## config.mk

```make
export PLATFORM = sky130hd
export DESIGN_NAME = cpu_top
export DESIGN_NICKNAME = d
export VERILOG_FILES = /design/src/common/cpu_pkg.sv /design/src/common/fetch_if.sv /design/src/common/decode_if.sv /design/src/design/execute/alu.sv /design/src/design/execute/execute_stage.sv /design/src/design/fetch_stage.sv /design/src/design/decode_stage.sv /design/src/design/cpu_top.sv
export VERILOG_INCLUDE_DIRS = /design/src /design/src/common
export SDC_FILE = /design/constraint.sdc
export NUM_CORES = 1
export LEC_CHECK = 0
export ABC_AREA = 0
export BUFFER_PORTS_ARGS = -buffer_cell sky130_fd_sc_hd__buf_2
export CORE_MARGIN = 2
export CORE_UTILIZATION = 40
export DETAILED_ROUTE_END_ITERATION = 12
export HOLD_SLACK_MARGIN = 0.02
export PLACE_DENSITY_LB_ADDON = 0.05
export SLEW_MARGIN = 20
export SYNTH_ARGS = -nofsm -noshare
export SYNTH_HDL_FRONTEND = slang
export SYNTH_SLANG_ARGS = --single-unit
```

## constraint.sdc

```tcl
create_clock -name clk -period 11.1 [get_ports clk]
set_input_delay 3.33 -clock clk [delete_from_list [all_inputs] [get_ports clk]]
set_output_delay 3.33 -clock clk [all_outputs]
set_load 0.01 [all_outputs]
```

## src/common/cpu_cfg.svh

```systemverilog
`ifndef CPU_CFG_SVH
`define CPU_CFG_SVH

// One 8K page of address space
`define ADDR_W 13

// Shared r0 plus two banks of r1 to r3
`define NUM_REGS 7

// Opcodes that win over the group decoding
`define OP_HALT 8'h40
`define OP_NOP 8'hC0
`define OP_LPSL 8'h93
`define OP_SPSL 8'h13
`define OP_CPSL 8'h75
`define OP_PPSL 8'h77

`define PSL_RESET 8'h00

`endif

```

## src/common/cpu_pkg.sv

```systemverilog
`include "cpu_cfg.svh"

package cpu_pkg;

	typedef logic [7:0] byte_t;
	typedef logic [`ADDR_W-1:0] addr_t;

	// First operand byte sits in the high half
	typedef logic [15:0] operand_t;

	// 00 zero, 01 positive or greater, 10 negative or less
	typedef logic [1:0] cc_t;

	typedef logic [2:0] reg_idx_t;

	// Opcode bits 7 to 5
	typedef logic [2:0] alu_op_t;

	// Bit positions in PSL, the condition code sits in bits 7 and 6
	localparam int psl_c = 0;
	localparam int psl_com = 1;
	localparam int psl_ovf = 2;
	localparam int psl_wc = 3;
	localparam int psl_rs = 4;
	localparam int psl_idc = 5;

	// Same order as opcode bits 3 to 2
	typedef enum logic [1:0] {
		mode_zero,
		mode_imm,
		mode_rel,
		mode_abs
	} mode_e;

	typedef enum logic [3:0] {
		cls_alu,
		cls_store,
		cls_compare,
		cls_br_true,
		cls_br_false,
		cls_lpsl,
		cls_spsl,
		cls_cpsl,
		cls_ppsl,
		cls_halt,
		cls_none
	} instr_class_e;

	typedef enum logic [1:0] {
		fs_opcode,
		fs_operand1,
		fs_operand2,
		fs_hold
	} fetch_state_e;

	typedef enum logic [1:0] {
		es_idle,
		es_data,
		es_halted
	} exec_state_e;

endpackage

```

## src/common/fetch_if.sv

```systemverilog
`timescale 1ns/10ps

interface fetch_if;
	import cpu_pkg::*;

	logic valid;
	byte_t opcode;
	operand_t operand;
	// Address right after the instruction
	addr_t next_pc;
	logic taken;

	modport fetch_side (
		output valid,
		output opcode,
		output operand,
		output next_pc,
		input taken
	);

	modport decode_side (
		input valid,
		input opcode,
		input operand,
		input next_pc,
		output taken
	);

endinterface

```

## src/common/decode_if.sv

```systemverilog
`timescale 1ns/10ps

interface decode_if;
	import cpu_pkg::*;

	logic valid;
	instr_class_e instr_class;
	mode_e mode;
	alu_op_t alu_op;
	// Register field, bank is added by execute
	logic [1:0] reg_a;
	cc_t cond;
	addr_t address;
	byte_t imm;
	logic taken;

	// Upstream end, driven by decode
	modport fetch_side (
		output valid,
		output instr_class,
		output mode,
		output alu_op,
		output reg_a,
		output cond,
		output address,
		output imm,
		input taken
	);

	modport execute_side (
		input valid,
		input instr_class,
		input mode,
		input alu_op,
		input reg_a,
		input cond,
		input address,
		input imm,
		output taken
	);

endinterface

```

## src/design/execute/alu.sv

```systemverilog
`timescale 1ns/10ps

module alu (
	input cpu_pkg::alu_op_t alu_op,
	input cpu_pkg::byte_t a,
	input cpu_pkg::byte_t b,
	input cpu_pkg::byte_t psl_in,
	output cpu_pkg::byte_t result,
	output logic carry,
	output logic idc,
	output logic ovf,
	output cpu_pkg::cc_t cc_result,
	output cpu_pkg::cc_t cc_compare
);
	import cpu_pkg::*;

	localparam alu_op_t op_eor = 3'd1;
	localparam alu_op_t op_and = 3'd2;
	localparam alu_op_t op_ior = 3'd3;
	localparam alu_op_t op_add = 3'd4;
	localparam alu_op_t op_sub = 3'd5;

	localparam cc_t cc_zero = 2'b00;
	localparam cc_t cc_pos = 2'b01;
	localparam cc_t cc_neg = 2'b10;

	logic is_sub;
	logic is_arith;
	logic cin;
	byte_t b_eff;
	logic [8:0] sum;
	logic [4:0] low_sum;

	assign is_sub = alu_op == op_sub;
	assign is_arith = alu_op == op_add || is_sub;
	assign b_eff = is_sub ? ~b : b;
	// Without WC a subtract starts with no borrow
	assign cin = psl_in[psl_wc] ? psl_in[psl_c] : is_sub;
	assign sum = {1'b0, a} + {1'b0, b_eff} + {8'h00, cin};
	assign low_sum = {1'b0, a[3:0]} + {1'b0, b_eff[3:0]} + {4'h0, cin};

	always_comb begin
		carry = psl_in[psl_c];
		case (alu_op)
			op_eor: result = a ^ b;
			op_and: result = a & b;
			op_ior: result = a | b;
			op_add, op_sub: begin
				result = sum[7:0];
				carry = sum[8];
			end
			default: result = b;
		endcase
	end

	assign idc = is_arith ? low_sum[4] : psl_in[psl_idc];
	assign ovf = is_arith ? (a[7] == b_eff[7] && sum[7] != a[7]) : psl_in[psl_ovf];

	assign cc_result = result[7] ? cc_neg : ((result == 8'h00) ? cc_zero : cc_pos);

	always_comb begin
		if (a == b) begin
			cc_compare = cc_zero;
		end else if (psl_in[psl_com] || a[7] == b[7]) begin
			cc_compare = (a > b) ? cc_pos : cc_neg;
		end else begin
			// Signs differ, the negative one is less
			cc_compare = a[7] ? cc_neg : cc_pos;
		end
	end

endmodule

```

## src/design/execute/execute_stage.sv

```systemverilog
`timescale 1ns/10ps
`include "cpu_cfg.svh"

module execute_stage (
	input logic clk,
	input logic arst_n,
	decode_if.execute_side di,
	output logic dbus_rd,
	output logic dbus_wr,
	output cpu_pkg::addr_t dbus_addr,
	output cpu_pkg::byte_t dbus_wdata,
	input cpu_pkg::byte_t dbus_rdata,
	input logic dbus_ready,
	output logic redirect,
	output cpu_pkg::addr_t target,
	output cpu_pkg::byte_t psl,
	output logic halted
);
	import cpu_pkg::*;

	byte_t regs [`NUM_REGS];
	exec_state_e state;
	reg_idx_t ra_idx;
	reg_idx_t dest_idx;
	byte_t r0;
	byte_t ra;
	byte_t alu_a;
	byte_t alu_b;
	byte_t alu_result;
	logic alu_carry;
	logic alu_idc;
	logic alu_ovf;
	cc_t cc_result;
	cc_t cc_compare;
	logic uses_mem;
	logic take_now;
	logic retire;
	logic br_take;

	// Field zero is the shared r0, fields 1 to 3 pick the bank given by RS
	assign ra_idx = (di.reg_a == 2'b00) ? 3'd0 : {1'b0, di.reg_a} + (psl[psl_rs] ? 3'd3 : 3'd0);
	assign dest_idx = (di.mode == mode_zero) ? 3'd0 : ra_idx;
	assign r0 = regs[0];
	assign ra = regs[ra_idx];

	assign uses_mem = (di.mode == mode_rel || di.mode == mode_abs)
		&& (di.instr_class == cls_alu || di.instr_class == cls_store
		|| di.instr_class == cls_compare);
	assign take_now = di.valid && state == es_idle && !uses_mem;
	assign retire = take_now || (state == es_data && dbus_ready);
	assign di.taken = retire;

	// Register-zero forms work on r0 against the named register
	assign alu_a = (di.mode == mode_zero) ? r0 : ra;

	always_comb begin
		if (di.instr_class == cls_spsl) begin
			alu_b = psl;
		end else if (di.instr_class == cls_store) begin
			alu_b = r0;
		end else begin
			case (di.mode)
				mode_zero: alu_b = ra;
				mode_imm: alu_b = di.imm;
				default: alu_b = dbus_rdata;
			endcase
		end
	end

	alu alu_i (
		.alu_op(di.alu_op),
		.a(alu_a),
		.b(alu_b),
		.psl_in(psl),
		.result(alu_result),
		.carry(alu_carry),
		.idc(alu_idc),
		.ovf(alu_ovf),
		.cc_result(cc_result),
		.cc_compare(cc_compare)
	);

	// Field 3 on a true-branch means always
	assign br_take = (di.instr_class == cls_br_true && (psl[7:6] == di.cond || di.cond == 2'b11))
		|| (di.instr_class == cls_br_false && psl[7:6] != di.cond);
	assign redirect = take_now && br_take;
	assign target = di.address;
	assign halted = state == es_halted;

	always_ff @(posedge clk or negedge arst_n) begin
		if (!arst_n) begin
			state <= es_idle;
			dbus_rd <= 1'b0;
			dbus_wr <= 1'b0;
		end else begin
			case (state)
				es_idle: begin
					if (di.valid && uses_mem) begin
						state <= es_data;
						dbus_rd <= di.instr_class != cls_store;
						dbus_wr <= di.instr_class == cls_store;
					end else if (di.valid && di.instr_class == cls_halt) begin
						state <= es_halted;
					end
				end
				es_data: begin
					if (dbus_ready) begin
						state <= es_idle;
						dbus_rd <= 1'b0;
						dbus_wr <= 1'b0;
					end
				end
				default: begin
					// Stays halted until reset
					state <= es_halted;
				end
			endcase
		end
	end

	always_ff @(posedge clk) begin
		if (state == es_idle && di.valid && uses_mem) begin
			dbus_addr <= di.address;
			dbus_wdata <= ra;
		end
	end

	always_ff @(posedge clk) begin
		if (retire) begin
			case (di.instr_class)
				cls_alu: regs[dest_idx] <= alu_result;
				cls_store: begin
					if (di.mode == mode_zero) begin
						regs[ra_idx] <= r0;
					end
				end
				cls_spsl: regs[0] <= psl;
				default: regs[0] <= r0;
			endcase
		end
	end

	always_ff @(posedge clk or negedge arst_n) begin
		if (!arst_n) begin
			psl <= `PSL_RESET;
		end else if (retire) begin
			case (di.instr_class)
				cls_alu: begin
					psl[7:6] <= cc_result;
					psl[psl_idc] <= alu_idc;
					psl[psl_ovf] <= alu_ovf;
					psl[psl_c] <= alu_carry;
				end
				cls_store: begin
					if (di.mode == mode_zero) begin
						psl[7:6] <= cc_result;
					end
				end
				cls_compare: psl[7:6] <= cc_compare;
				cls_lpsl: psl <= r0;
				cls_spsl: psl[7:6] <= cc_result;
				cls_cpsl: psl <= psl & ~di.imm;
				cls_ppsl: psl <= psl | di.imm;
				default: psl <= psl;
			endcase
		end
	end

	a_bus_excl: assert property (@(posedge clk) disable iff (!arst_n)
		!(dbus_rd && dbus_wr));

endmodule

```

## src/design/fetch_stage.sv

```systemverilog
`timescale 1ns/10ps

module fetch_stage (
	input logic clk,
	input logic arst_n,
	output logic ibus_rd,
	output cpu_pkg::addr_t ibus_addr,
	input cpu_pkg::byte_t ibus_rdata,
	input logic ibus_ready,
	input logic redirect,
	input cpu_pkg::addr_t target,
	fetch_if.fetch_side fi
);
	import cpu_pkg::*;

	fetch_state_e state;
	addr_t pc;
	logic read_done;

	assign read_done = ibus_rd && ibus_ready;
	assign ibus_addr = pc;
	// pc has moved past the last byte once the instruction is complete
	assign fi.next_pc = pc;

	always_ff @(posedge clk or negedge arst_n) begin
		if (!arst_n) begin
			state <= fs_opcode;
			pc <= '0;
			ibus_rd <= 1'b0;
			fi.valid <= 1'b0;
		end else if (redirect) begin
			state <= fs_opcode;
			pc <= target;
			ibus_rd <= 1'b1;
			fi.valid <= 1'b0;
		end else begin
			case (state)
				fs_opcode: begin
					ibus_rd <= 1'b1;
					if (read_done) begin
						pc <= pc + 1'b1;
						if (ibus_rdata[3:2] == 2'b00) begin
							state <= fs_hold;
							ibus_rd <= 1'b0;
							fi.valid <= 1'b1;
						end else begin
							state <= fs_operand1;
						end
					end
				end
				fs_operand1: begin
					if (read_done) begin
						pc <= pc + 1'b1;
						// Absolute mode carries a second operand byte
						if (fi.opcode[3:2] == 2'b11) begin
							state <= fs_operand2;
						end else begin
							state <= fs_hold;
							ibus_rd <= 1'b0;
							fi.valid <= 1'b1;
						end
					end
				end
				fs_operand2: begin
					if (read_done) begin
						pc <= pc + 1'b1;
						state <= fs_hold;
						ibus_rd <= 1'b0;
						fi.valid <= 1'b1;
					end
				end
				default: begin
					if (fi.taken) begin
						state <= fs_opcode;
						ibus_rd <= 1'b1;
						fi.valid <= 1'b0;
					end
				end
			endcase
		end
	end

	always_ff @(posedge clk) begin
		if (read_done) begin
			case (state)
				fs_opcode: fi.opcode <= ibus_rdata;
				fs_operand1: fi.operand[15:8] <= ibus_rdata;
				fs_operand2: fi.operand[7:0] <= ibus_rdata;
				default: fi.operand <= fi.operand;
			endcase
		end
	end

	a_addr_stable: assert property (@(posedge clk) disable iff (!arst_n)
		ibus_rd && !ibus_ready && !redirect |=> $stable(ibus_addr));

endmodule

```

## src/design/decode_stage.sv

```systemverilog
`timescale 1ns/10ps
`include "cpu_cfg.svh"

module decode_stage (
	input logic clk,
	input logic arst_n,
	input logic redirect,
	fetch_if.decode_side fi,
	decode_if.fetch_side di
);
	import cpu_pkg::*;

	instr_class_e cls;
	mode_e mode;
	addr_t rel_addr;
	logic accept;

	assign mode = mode_e'(fi.opcode[3:2]);
	assign accept = fi.valid && (!di.valid || di.taken);
	assign fi.taken = accept;

	// 7-bit signed offset, bit 7 would be the indirect flag
	assign rel_addr = fi.next_pc + {{(`ADDR_W-7){fi.operand[14]}}, fi.operand[14:8]};

	always_comb begin
		cls = cls_none;
		case (fi.opcode)
			`OP_HALT: cls = cls_halt;
			`OP_NOP: cls = cls_none;
			`OP_LPSL: cls = cls_lpsl;
			`OP_SPSL: cls = cls_spsl;
			`OP_CPSL: cls = cls_cpsl;
			`OP_PPSL: cls = cls_ppsl;
			default: begin
				if (fi.opcode[4:3] == 2'b11) begin
					// BCTR/BCTA and BCFR/BCFA only
					if (fi.opcode[7:4] == 4'h1) begin
						cls = cls_br_true;
					end else if (fi.opcode[7:4] == 4'h9) begin
						cls = cls_br_false;
					end
				end else if (!fi.opcode[4]) begin
					case (fi.opcode[7:5])
						3'd6: cls = (mode == mode_imm) ? cls_none : cls_store;
						3'd7: cls = cls_compare;
						default: cls = cls_alu;
					endcase
				end
			end
		endcase
	end

	always_ff @(posedge clk or negedge arst_n) begin
		if (!arst_n) begin
			di.valid <= 1'b0;
		end else if (redirect) begin
			di.valid <= 1'b0;
		end else if (accept) begin
			di.valid <= 1'b1;
		end else if (di.taken) begin
			di.valid <= 1'b0;
		end
	end

	always_ff @(posedge clk) begin
		if (accept) begin
			di.instr_class <= cls;
			di.mode <= mode;
			di.alu_op <= fi.opcode[7:5];
			di.reg_a <= fi.opcode[1:0];
			di.cond <= fi.opcode[1:0];
			di.imm <= fi.operand[15:8];
			if (mode == mode_abs) begin
				di.address <= fi.operand[`ADDR_W-1:0];
			end else begin
				di.address <= rel_addr;
			end
		end
	end

	// Fetch must keep its instruction steady until decode takes it
	a_fetch_holds: assert property (@(posedge clk) disable iff (!arst_n)
		fi.valid && !fi.taken && !redirect |=> fi.valid && $stable(fi.opcode));

endmodule

```

## src/design/cpu_top.sv

```systemverilog
`timescale 1ns/10ps

module cpu_top (
	input logic clk,
	input logic arst_n,
	output logic ibus_rd,
	output cpu_pkg::addr_t ibus_addr,
	input cpu_pkg::byte_t ibus_rdata,
	input logic ibus_ready,
	output logic dbus_rd,
	output logic dbus_wr,
	output cpu_pkg::addr_t dbus_addr,
	output cpu_pkg::byte_t dbus_wdata,
	input cpu_pkg::byte_t dbus_rdata,
	input logic dbus_ready,
	output cpu_pkg::byte_t psl,
	output logic halted
);
	import cpu_pkg::*;

	logic redirect;
	addr_t target;

	fetch_if fi_bus ();
	decode_if di_bus ();

	fetch_stage fetch_i (
		.clk(clk),
		.arst_n(arst_n),
		.ibus_rd(ibus_rd),
		.ibus_addr(ibus_addr),
		.ibus_rdata(ibus_rdata),
		.ibus_ready(ibus_ready),
		.redirect(redirect),
		.target(target),
		.fi(fi_bus.fetch_side)
	);

	decode_stage decode_i (
		.clk(clk),
		.arst_n(arst_n),
		.redirect(redirect),
		.fi(fi_bus.decode_side),
		.di(di_bus.fetch_side)
	);

	execute_stage execute_i (
		.clk(clk),
		.arst_n(arst_n),
		.di(di_bus.execute_side),
		.dbus_rd(dbus_rd),
		.dbus_wr(dbus_wr),
		.dbus_addr(dbus_addr),
		.dbus_wdata(dbus_wdata),
		.dbus_rdata(dbus_rdata),
		.dbus_ready(dbus_ready),
		.redirect(redirect),
		.target(target),
		.psl(psl),
		.halted(halted)
	);

endmodule

```

==> metrics.cfg, run 1 <==
[outcome]
status = completed

[finish]
area_growth_pct = 12.33
fill_cells = 2308
final_common_cell = edfxtp_1
multi_input_area_um2 = 4532
num-nets-final = 1069
diodes = 0
seqCellArea_um2 = 4745
drive_gt1_frac = 0.1388
final_cell_mix = edfxtp_1, nor2_1, a21oi_1

[power]
p_seq_frac = 0.293
swShare = 0.4484
share_comb_of_total_power = 0.548
p_clk_frac = 0.158
ir_drop_v = 0.0001304
p_leak_uw = 0.004186
p_sw_uw = 1739
intPower_uw = 2139
power-per-cell-area_nw_per_um2 = 356.2

[clocking]
cts_resized = 0
htreeDepth = 4
cts.path.max_buffers = 2
clkSinkCount = 163
post_cts_buffers = 0
path_clk_slew_ns = 0.07
cts_made_buffers = 17
hold_buffers = 0
clock_latency_ns = 0.44
root_buffer = clkbuf_16
cts_tree = built

[timing]
tns_ns = 0
period_share = 0.5898
whs_ns = 0.4357
fin_ws_ns = 4.553
setup-violations-final = 0
slew_headroom = 0.2987
rsz0062_at_grt = false
finalHoldViolCount = 0
worst_pin_slew_ns = 1.048
period_minus_slack_ns = 6.547
fmax_mhz = 152.7
slew_viol_final = 0
clock_skew_ns = 0.01399

[worst_setup_path]
critical_path_class = in2reg
endpoint_kind = register
required_ns = 11.26
crit_arrival_ns = 6.71
critPathMaxFanout = 7
start_kind = input pin

[synthesis]
ys_types = 92
ys_ff_latch = 163
avgSynthCellArea_um2 = 10.26
synth_nets = 1018
synthFlopType = edfxtp_1
ys_warn_count = 0
synth_area_um2 = 9692
syn_inst = 945
async_flop_share = 0.1840
ys_seq_area_frac = 0.4895
synth_enable_flop_cells = 133

[floorplan]
core-area_um2 = 23610
die_h_um = 159.7
dieArea_um2 = 25490
rows = 56
start_util = 0.4104
die_x_um = 159.7
top_level_ports = 66

[placement]
post-dp-hpwl_um = 20220
port-buffer-count = 65
gp_congestion = 0.8752
pre_cts_ws_ns = 4.120

[drt]
drtPass1Iterations = 5
routed_wl_um = 27530
num_vias = 7426
drc_errors = 0
drt-wirelength-per-cell_um = 20.73
ant_nets = 0
drt_iter0_drc = 464
via_per_inst = 5.592

[global_route]
antenna_found_initial = 0
grt.total_usage = 0.2205
grt_overflow = 0
grt_max_degree = 33
grt_pass1_vias = 7309
grt_first_pass_wirelength_um = 43170

[flow_run]
cap_violations = 0

[hold_path]
min_path_type = reg2reg

final cells by class:
class / instances / area share
clock buffers: 21 / 0.04137
clock inverters: 11 / 0.01379
flip-flops and latches: 163 / 0.4358
inverters: 56 / 0.01931
repair buffers: 75 / 0.03678
well taps: 319 / 0.03666
multi-input cells: 683 / 0.4163
state kept, by name, summed over array words and instances (netlist names):
signal	cells
execute_i.regs	56
fetch_i.fi.operand	16
decode_i.di.address	13
execute_i.dbus_addr	13
fetch_i.fi.next_pc	13
decode_i.di.imm	8
execute_i.dbus_wdata	8
execute_i.psl	8
fetch_i.fi.opcode	8
decode_i.di.instr_class	4
decode_i.di.alu_op	3
decode_i.di.mode	2
decode_i.di.reg_a	2
execute_i.state	2
fetch_i.state	2
decode_i.di.valid	1
execute_i.dbus_rd	1
execute_i.dbus_wr	1
fetch_i.fi.valid	1
fetch_i.ibus_rd	1
metrics by stage:
step                      cells  area, um^2  utilization  total power [uW]
after detailed placement   1296       10290       0.4356              3264
after global routing       1328       10890       0.4611              4185
after global placement     1296       10290       0.4356              3262
after floorplan             945        9692            -              2655
after CTS                  1328       10890       0.4611              3891
final                      1328       10890       0.4611              3878
final timing paths:
check,start,end,slack [ns],depth (start not counted)
max,dbus_rdata[0],execute_i.regs[5][4]$_DFFE_PP_,4.55,12
min in group asynchronous,arst_n,fetch_i.fi.next_pc[7]$_DFFE_PN0P_,3.00,1
min,fetch_i.fi.operand[15]$_DFFE_PP_,decode_i.di.imm[7]$_DFFE_PP_,0.44,0
max in group asynchronous,arst_n,execute_i.psl[2]$_DFFE_PN0P_,7.53,1
max reg2reg,decode_i.di.reg_a[0]$_DFFE_PP_,execute_i.regs[5][4]$_DFFE_PP_,4.91,18
min reg2reg,fetch_i.fi.operand[15]$_DFFE_PP_,decode_i.di.imm[7]$_DFFE_PP_,0.44,0
power by group through the flow:
| stage | Sequential, uW | Clock (uW) | Combinational, uW |
|---|---|---|---|
| 6_report | 1140 | 615 | 2130 |
| 3_5_place_dp | 1150 | 0 | 2120 |
| 3_3_place_gp | 1150 | 0 | 2110 |
| 5_1_grt | 1160 | 644 | 2380 |
| 4_1_cts | 1140 | 623 | 2130 |
| 2_1_floorplan | 1060 | 0 | 1600 |
Yosys cell counts (19+ instances only):
master | instances | area (um^2)
o21ai_0 | 49 | 245.2
dfrtp_1 | 30 | 750.7
nor3_1 | 19 | 95.09
nand3_1 | 23 | 115.1
nor2_1 | 96 | 360.4
ha_1 | 49 | 613.1
clkbuf_1 | 25 | 93.84
inv_1 | 52 | 195.2
a21oi_1 | 81 | 405.4
xor2_1 | 21 | 183.9
edfxtp_1 | 133 | 3994
nand2_1 | 69 | 259.0
routing by layer:
| layer | wire (um) | vias to the layer above | track usage |
|---|---|---|---|
| li1 | - | 3599 | - |
| met5 | 0 | - | 0 |
| met4 | 622 | 0 | 0.07066 |
| met2 | 13380 | 208 | 0.3664 |
| met3 | 1218 | 39 | 0.03169 |
| met1 | 12310 | 3580 | 0.2981 |
critical path, cell delays in order:
cell	delay, ns
buf_2	0.10
a221oi_1	0.38
o21ai_1	0.26
xnor2_1	0.20
fa_1	0.50
fa_1	0.43
a21o_1	0.20
a21oi_1	0.24
xnor2_1	0.15
o22ai_1	0.11
a221o_1	0.33
a21oi_1	0.46
cells by family (layout without fill, tap and decap cells):
kind of cell | after synthesis | in the layout | share of synthesized area
AOI/OAI and AO/OA | 282 | 282 | 0.1916
adders and majority gates | 53 | 53 | 0.07152
buffers and inverters | 99 | 163 | 0.04286
and+or+nand+nor | 289 | 289 | 0.1454
xor gates and xnor gates | 37 | 37 | 0.03344
DFF | 163 | 163 | 0.4895
muxes | 22 | 22 | 0.02569
Power figures use the tool's default switching activity.
==> run 2: changes to the inputs <==
ABC_AREA = 1   (was 0)
clock period = 6.8 ns   (was 11.1 ns; I/O delays follow)
==> metrics.cfg, run 2 <==
[placement]
gp_congestion = 0.8906
post-dp-hpwl_um = 20550
pre_cts_ws_ns = 1.412
dpl_cell_area_um2 = 10210
port-buffer-count = 65

[clocking]
cts_tree = built
htreeDepth = 4
post_cts_buffers = 0
cts.path.max_buffers = 2
path_clk_slew_ns = 0.07
cts_made_buffers = 17
clkSinkCount = 163
root_buffer = clkbuf_16
clock_latency_ns = 0.43
cts_resized = 0
hold_buffers = 0

[finish]
largest_registers = execute_i.regs (56), fetch_i.fi.operand (16)
largest_reg_flops = 56
final_common_cell = nand2_1
regMostFlops = execute_i.regs
final_cell_mix = nand2_1, inv_1, edfxtp_1
drive_gt1_frac = 0.1252
num-nets-final = 1234
area_growth_pct = 12.27
fill_cells = 2381
stdcell_area_um2 = 10750

[drt]
routed_wl_um = 27370
ant_nets = 0
drtPass1Iterations = 5
num_vias = 7664
drt_iter0_drc = 538
via_per_inst = 5.130
drt-wirelength-per-cell_um = 18.32
drc_errors = 0

[synthesis]
synth-adder-area-share = 0.07238
ys_warn_count = 0
synth_top_area_frac = 0.4170
ys_seq_area_frac = 0.4954
synth_nets = 1166
yosysMostFrequentCell = nand2_1
synth_top_family_by_area = simple AND/OR/NAND/NOR gates
synth.area.top_cells = edfxtp_1, nand2_1, dfrtp_1
yosys.area_share.simple = 0.2250
synthFlopType = edfxtp_1
synthMuxAreaShare = 0
synth_area_um2 = 9577
synth-compound-area-share = 0.1122
async_flop_share = 0.1840
synth_xor_area_frac = 0.02378
ys_types = 50
ys_ff_latch = 163
yosysTopAreaCell = edfxtp_1
syn_inst = 1093
ys_top_cells_by_count = nand2_1, inv_1, edfxtp_1
synth_enable_flop_cells = 133
avgSynthCellArea_um2 = 8.762

[floorplan]
die_x_um = 158.7
dieArea_um2 = 25200
die_h_um = 158.7
top_level_ports = 66
start_util = 0.4080
rows = 56
core-area_um2 = 23470

[global_route]
grt.total_usage = 0.2176
use_met1 = 0.2915
grt_max_degree = 31
antenna_found_initial = 1
grt_overflow = 0
grtUsageMet2 = 0.3652
use_met3 = 0.03265
top_usage_layer = met2
grt_pass1_vias = 7360
grt_first_pass_wirelength_um = 42040

[worst_setup_path]
critical_path_class = reg2reg
critPathMaxFanout = 29
required_ns = 6.97
crit_arrival_ns = 5.54
worst_path_most_repeated_cell = nand2_1
crit_slowest_cell = fa_1
start_kind = register
worstRegToRegCells = 25
endpoint_kind = register
max_stage_delay_ns = 0.66

[hold_path]
whs_path_depth = 0
min_path_type = reg2reg

[power]
p_leak_uw = 0.004703
power-per-cell-area_nw_per_um2 = 236.0
ir_drop_v = 0.0001856
total_power_uw = 2538

[timing]
finalHoldViolCount = 0
slew_headroom = 0.2508
setup-violations-final = 0
rsz0062_at_grt = false
period_minus_slack_ns = 5.372
fin_ws_ns = 1.428
clock_skew_ns = 0.01143
period_share = 0.7900
worst_pin_slew_ns = 1.120
fmax_mhz = 186.2
slew_viol_final = 0
tns_ns = 0

[outcome]
status = completed

[flow_run]
cap_violations = 0

-- run 2: cell count changes in the layout (fill, tap and decap cells not counted), moves of 10 or more --
cell / delta
a21oi_1: -39
a31oi_1: -10
inv_1: +88
mux2i_1: -17
nand2_1: +181
nand2_2: +10
nand2b_1: -13
nand3_1: +35
nor2_1: +20
o21ai_0: +34
o21ai_1: -10
xor2_1: -11
-- run 2: logic make-up (layout without fill, tap and decap cells) --
kind of cell,after synthesis,after routing
and+or+nand+nor,497,497
AOI/OAI and AO/OA,185,185
buffers and inverters,169,250
DFF,163,163
adders and majority gates,53,53
xor gates and xnor gates,26,26
other,0,1
-- run 2: report_power, final --
part	switching [uW]	internal [uW]	total [uW]	leakage, uW
combinational	274	159	433	0.00288
sequential	66.2	1150	1220	0.00157
clock	416	473	889	0.000256
-- run 2: layout make-up --
cell class,count,area (um^2),share of cell area
flip-flops and latches,163,4745,0.4413
clock inverters,13,101.3,0.009426
diodes,1,2.502,0.0002327
clock buffers,19,432.9,0.04027
multi-input cells,761,4153,0.3862
well taps,319,399.1,0.03712
repair buffers,70,362.8,0.03375
inverters,148,555.5,0.05167
-- run 2: per-layer routing --
metal	share of wire	routed length, um
met5	0	0
met1	0.45	12450
met4	0.025	695
met3	0.039	1080
met2	0.48	13140
-- run 2: final timing paths --
kind / start / to / slack [ns]
worst max-delay path: decode_i.di.reg_a[0]$_DFFE_PP_ / execute_i.regs[6][6]$_DFFE_PP_ / 1.43
worst max register to register: decode_i.di.reg_a[0]$_DFFE_PP_ / execute_i.regs[6][6]$_DFFE_PP_ / 1.43
worst min-delay path: decode_i.di.address[9]$_DFFE_PP_ / execute_i.dbus_addr[9]$_DFFE_PP_ / 0.45
min in group asynchronous: arst_n / execute_i.dbus_wr$_DFFE_PN0P_ / 1.72
worst min register to register: decode_i.di.address[9]$_DFFE_PP_ / execute_i.dbus_addr[9]$_DFFE_PP_ / 0.45
max in group asynchronous: arst_n / fetch_i.fi.next_pc[2]$_DFFE_PN0P_ / 4.54
-- run 2: metrics by stage --
stage | hold slack, ns | util | std cells
2_1_floorplan | 0.4003 | - | 1093
3_3_place_gp | 0.4437 | 0.4352 | 1461
6_report | 0.4549 | 0.4580 | 1494
4_1_cts | 0.4611 | 0.4579 | 1493
5_1_grt | 0.4704 | 0.4579 | 1493
3_5_place_dp | 0.4335 | 0.4352 | 1461
-- run 2: worst max-delay path, delay by kind of cell, from the launching register on --
kind | cells | cell delay (ns)
flops | 1 | 0.46
compound gates | 3 | 0.82
simple gates | 14 | 1.66
fa+ha+maj | 4 | 1.78
xor+xnor | 2 | 0.27
buf+inv | 2 | 0.13
==> run 3: changes to the inputs <==
clock period = 4.48 ns   (was 6.8 ns; I/O delays follow)
==> metrics.cfg, run 3 (same netlist as run 2, synthesis figures left out) <==
[timing]
finalHoldViolCount = 0
setup-violations-final = 0
worst_pin_slew_ns = 0.8620
period_minus_slack_ns = 4.182
slew_headroom = 0.4253
fin_ws_ns = 0.2980
slew_viol_final = 0
clock_skew_ns = 0.01819
rsz0062_at_grt = true
fmax_mhz = 239.1
period_share = 0.9335

[worst_setup_path]
r2r-end = execute_i.regs[2][5]$_DFFE_PP_
r2r_slack_ns = 0.30
critPathMaxFanout = 25
crit_slowest_cell = fa_1
max_stage_delay_ns = 0.52
worstRegToRegCells = 27
crit_arrival_ns = 4.37
critical_path_class = reg2reg
required_ns = 4.67
r2r_start = execute_i.psl[4]$_DFFE_PN0P_
start_kind = register
endpoint_kind = register
worst_path_most_repeated_cell = nand2_1

[power]
p_seq_frac = 0.468
share_comb_of_total_power = 0.167
intPower_uw = 2769
swShare = 0.2979
p_clk_frac = 0.365
p_sw_uw = 1175
p_leak_uw = 0.004928
ir_drop_v = 0.0002674
power-per-cell-area_nw_per_um2 = 353.3

[outcome]
status = completed

[finish]
area_growth_pct = 16.58
drive_gt1_frac = 0.1617
final_cell_mix = nand2_1, inv_1, edfxtp_1
regMostFlops = execute_i.regs
fin_cells = 1532
final_util = 0.4756
final_common_cell = nand2_1
largest_registers = execute_i.regs (56), fetch_i.fi.operand (16)
stdcell_area_um2 = 11160
largest_reg_flops = 56
num-nets-final = 1273

[global_route]
grt_pass1_vias = 7584
antenna_found_initial = 1
grt_max_degree = 31
grt.total_usage = 0.2198
grt_overflow = 0
grt_first_pass_wirelength_um = 42520

[clocking]
path_clk_slew_ns = 0.07
cts_tree = built
hold_buffers = 0
clkSinkCount = 163
cts.path.max_buffers = 2
post_cts_buffers = 0
htreeDepth = 4
clock_latency_ns = 0.44
cts_made_buffers = 17
root_buffer = clkbuf_16

[hold_path]
min_path_type = reg2reg
whs_endpoint = execute_i.dbus_addr[8]$_DFFE_PP_
min_from = decode_i.di.address[8]$_DFFE_PP_
whs_path_depth = 0

[floorplan]
top_level_ports = 66
die_x_um = 158.7
start_util = 0.4080
rows = 56
dieArea_um2 = 25200
core-area_um2 = 23470
die_h_um = 158.7

[flow_run]
cap_violations = 0

[placement]
pre_cts_ws_ns = -0.04067
port-buffer-count = 65
placed_cells = 1500
dpl_cell_area_um2 = 10520
gp_congestion = 0.8943
post-dp-hpwl_um = 20800

[drt]
drt_iter0_drc = 464
num_vias = 7695
routed_wl_um = 27270
drc_errors = 0
drt-wirelength-per-cell_um = 17.80
ant_nets = 0
via_per_inst = 5.023
drtPass1Iterations = 4

[run 3: repair_timing]
item,in CTS,in global routing
gates resized for setup,1,15
pin swaps,0,2
setup endpoints to repair,7,44
[run 3: layer usage]
metal  up-vias  global-route usage  wire (um)  share of wire
li1       3884                   -          -              -
met1      3604              0.2924      12380           0.45
met2       174              0.3676      13160           0.48
met3        33             0.03736       1136          0.042
met4         0             0.06672        597          0.022
met5         -                   0          0              0
[run 3: cell type report]
type,count,area (um^2)
inverter,148,555.5
timing repair buffer,109,675.6
multi-input combinational,761,4217
clock buffer,17,425.4
fill,2323,12310
clock inverter,14,145.1
sequential,163,4745
antenna,1,2.502
tap,319,399.1
[run 3: power groups by stage]
stage / Clock [uW] / Combinational [uW] / Sequential [uW]
after global placement: 0 / 653 / 1880
final: 1440 / 658 / 1840
after global routing: 1510 / 762 / 1860
after CTS: 1460 / 660 / 1850
after detailed placement: 0 / 656 / 1880
after floorplan: 0 / 471 / 1850
[run 3: worst max path at each step]
stage | start | end | slack (ns) | cells past startpoint
2_1_floorplan | decode_i.di.reg_a[0]$_DFFE_PP_ | execute_i.regs[0][6]$_DFFE_PP_ | 0.24 | 25
3_3_place_gp | dbus_rdata[0] | execute_i.regs[5][6]$_DFFE_PP_ | -0.008 | 20
3_5_place_dp | dbus_rdata[0] | execute_i.regs[5][6]$_DFFE_PP_ | -0.04 | 20
4_1_cts | execute_i.psl[4]$_DFFE_PN0P_ | execute_i.regs[2][3]$_DFFE_PP_ | 0.05 | 23
5_1_grt | execute_i.psl[4]$_DFFE_PN0P_ | execute_i.psl[6]$_DFFE_PN0P_ | -0.06 | 30
6_report | execute_i.psl[4]$_DFFE_PN0P_ | execute_i.regs[2][5]$_DFFE_PP_ | 0.30 | 27
[run 3: stage by stage]
step / hold WS [ns] / total power, uW / setup TNS (ns)
final: 0.4526 / 3944 / 0
after global routing: 0.4678 / 4133 / -0.3321
after CTS: 0.4504 / 3969 / 0
after detailed placement: 0.4241 / 2533 / -0.2840
after global placement: 0.4324 / 2532 / -0.05381
after floorplan: 0.4003 / 2321 / 0
[run 3: critical path, delay by kind of cell, from the launching register on]
kind / cells / cell delay (ns)
and+or+nand+nor: 11 / 0.81
buffers and inverters: 5 / 0.64
AOI/OAI and AO/OA: 7 / 0.92
xor gates and xnor gates: 1 / 0.14
DFF: 1 / 0.39
adders and majority gates: 3 / 1.04
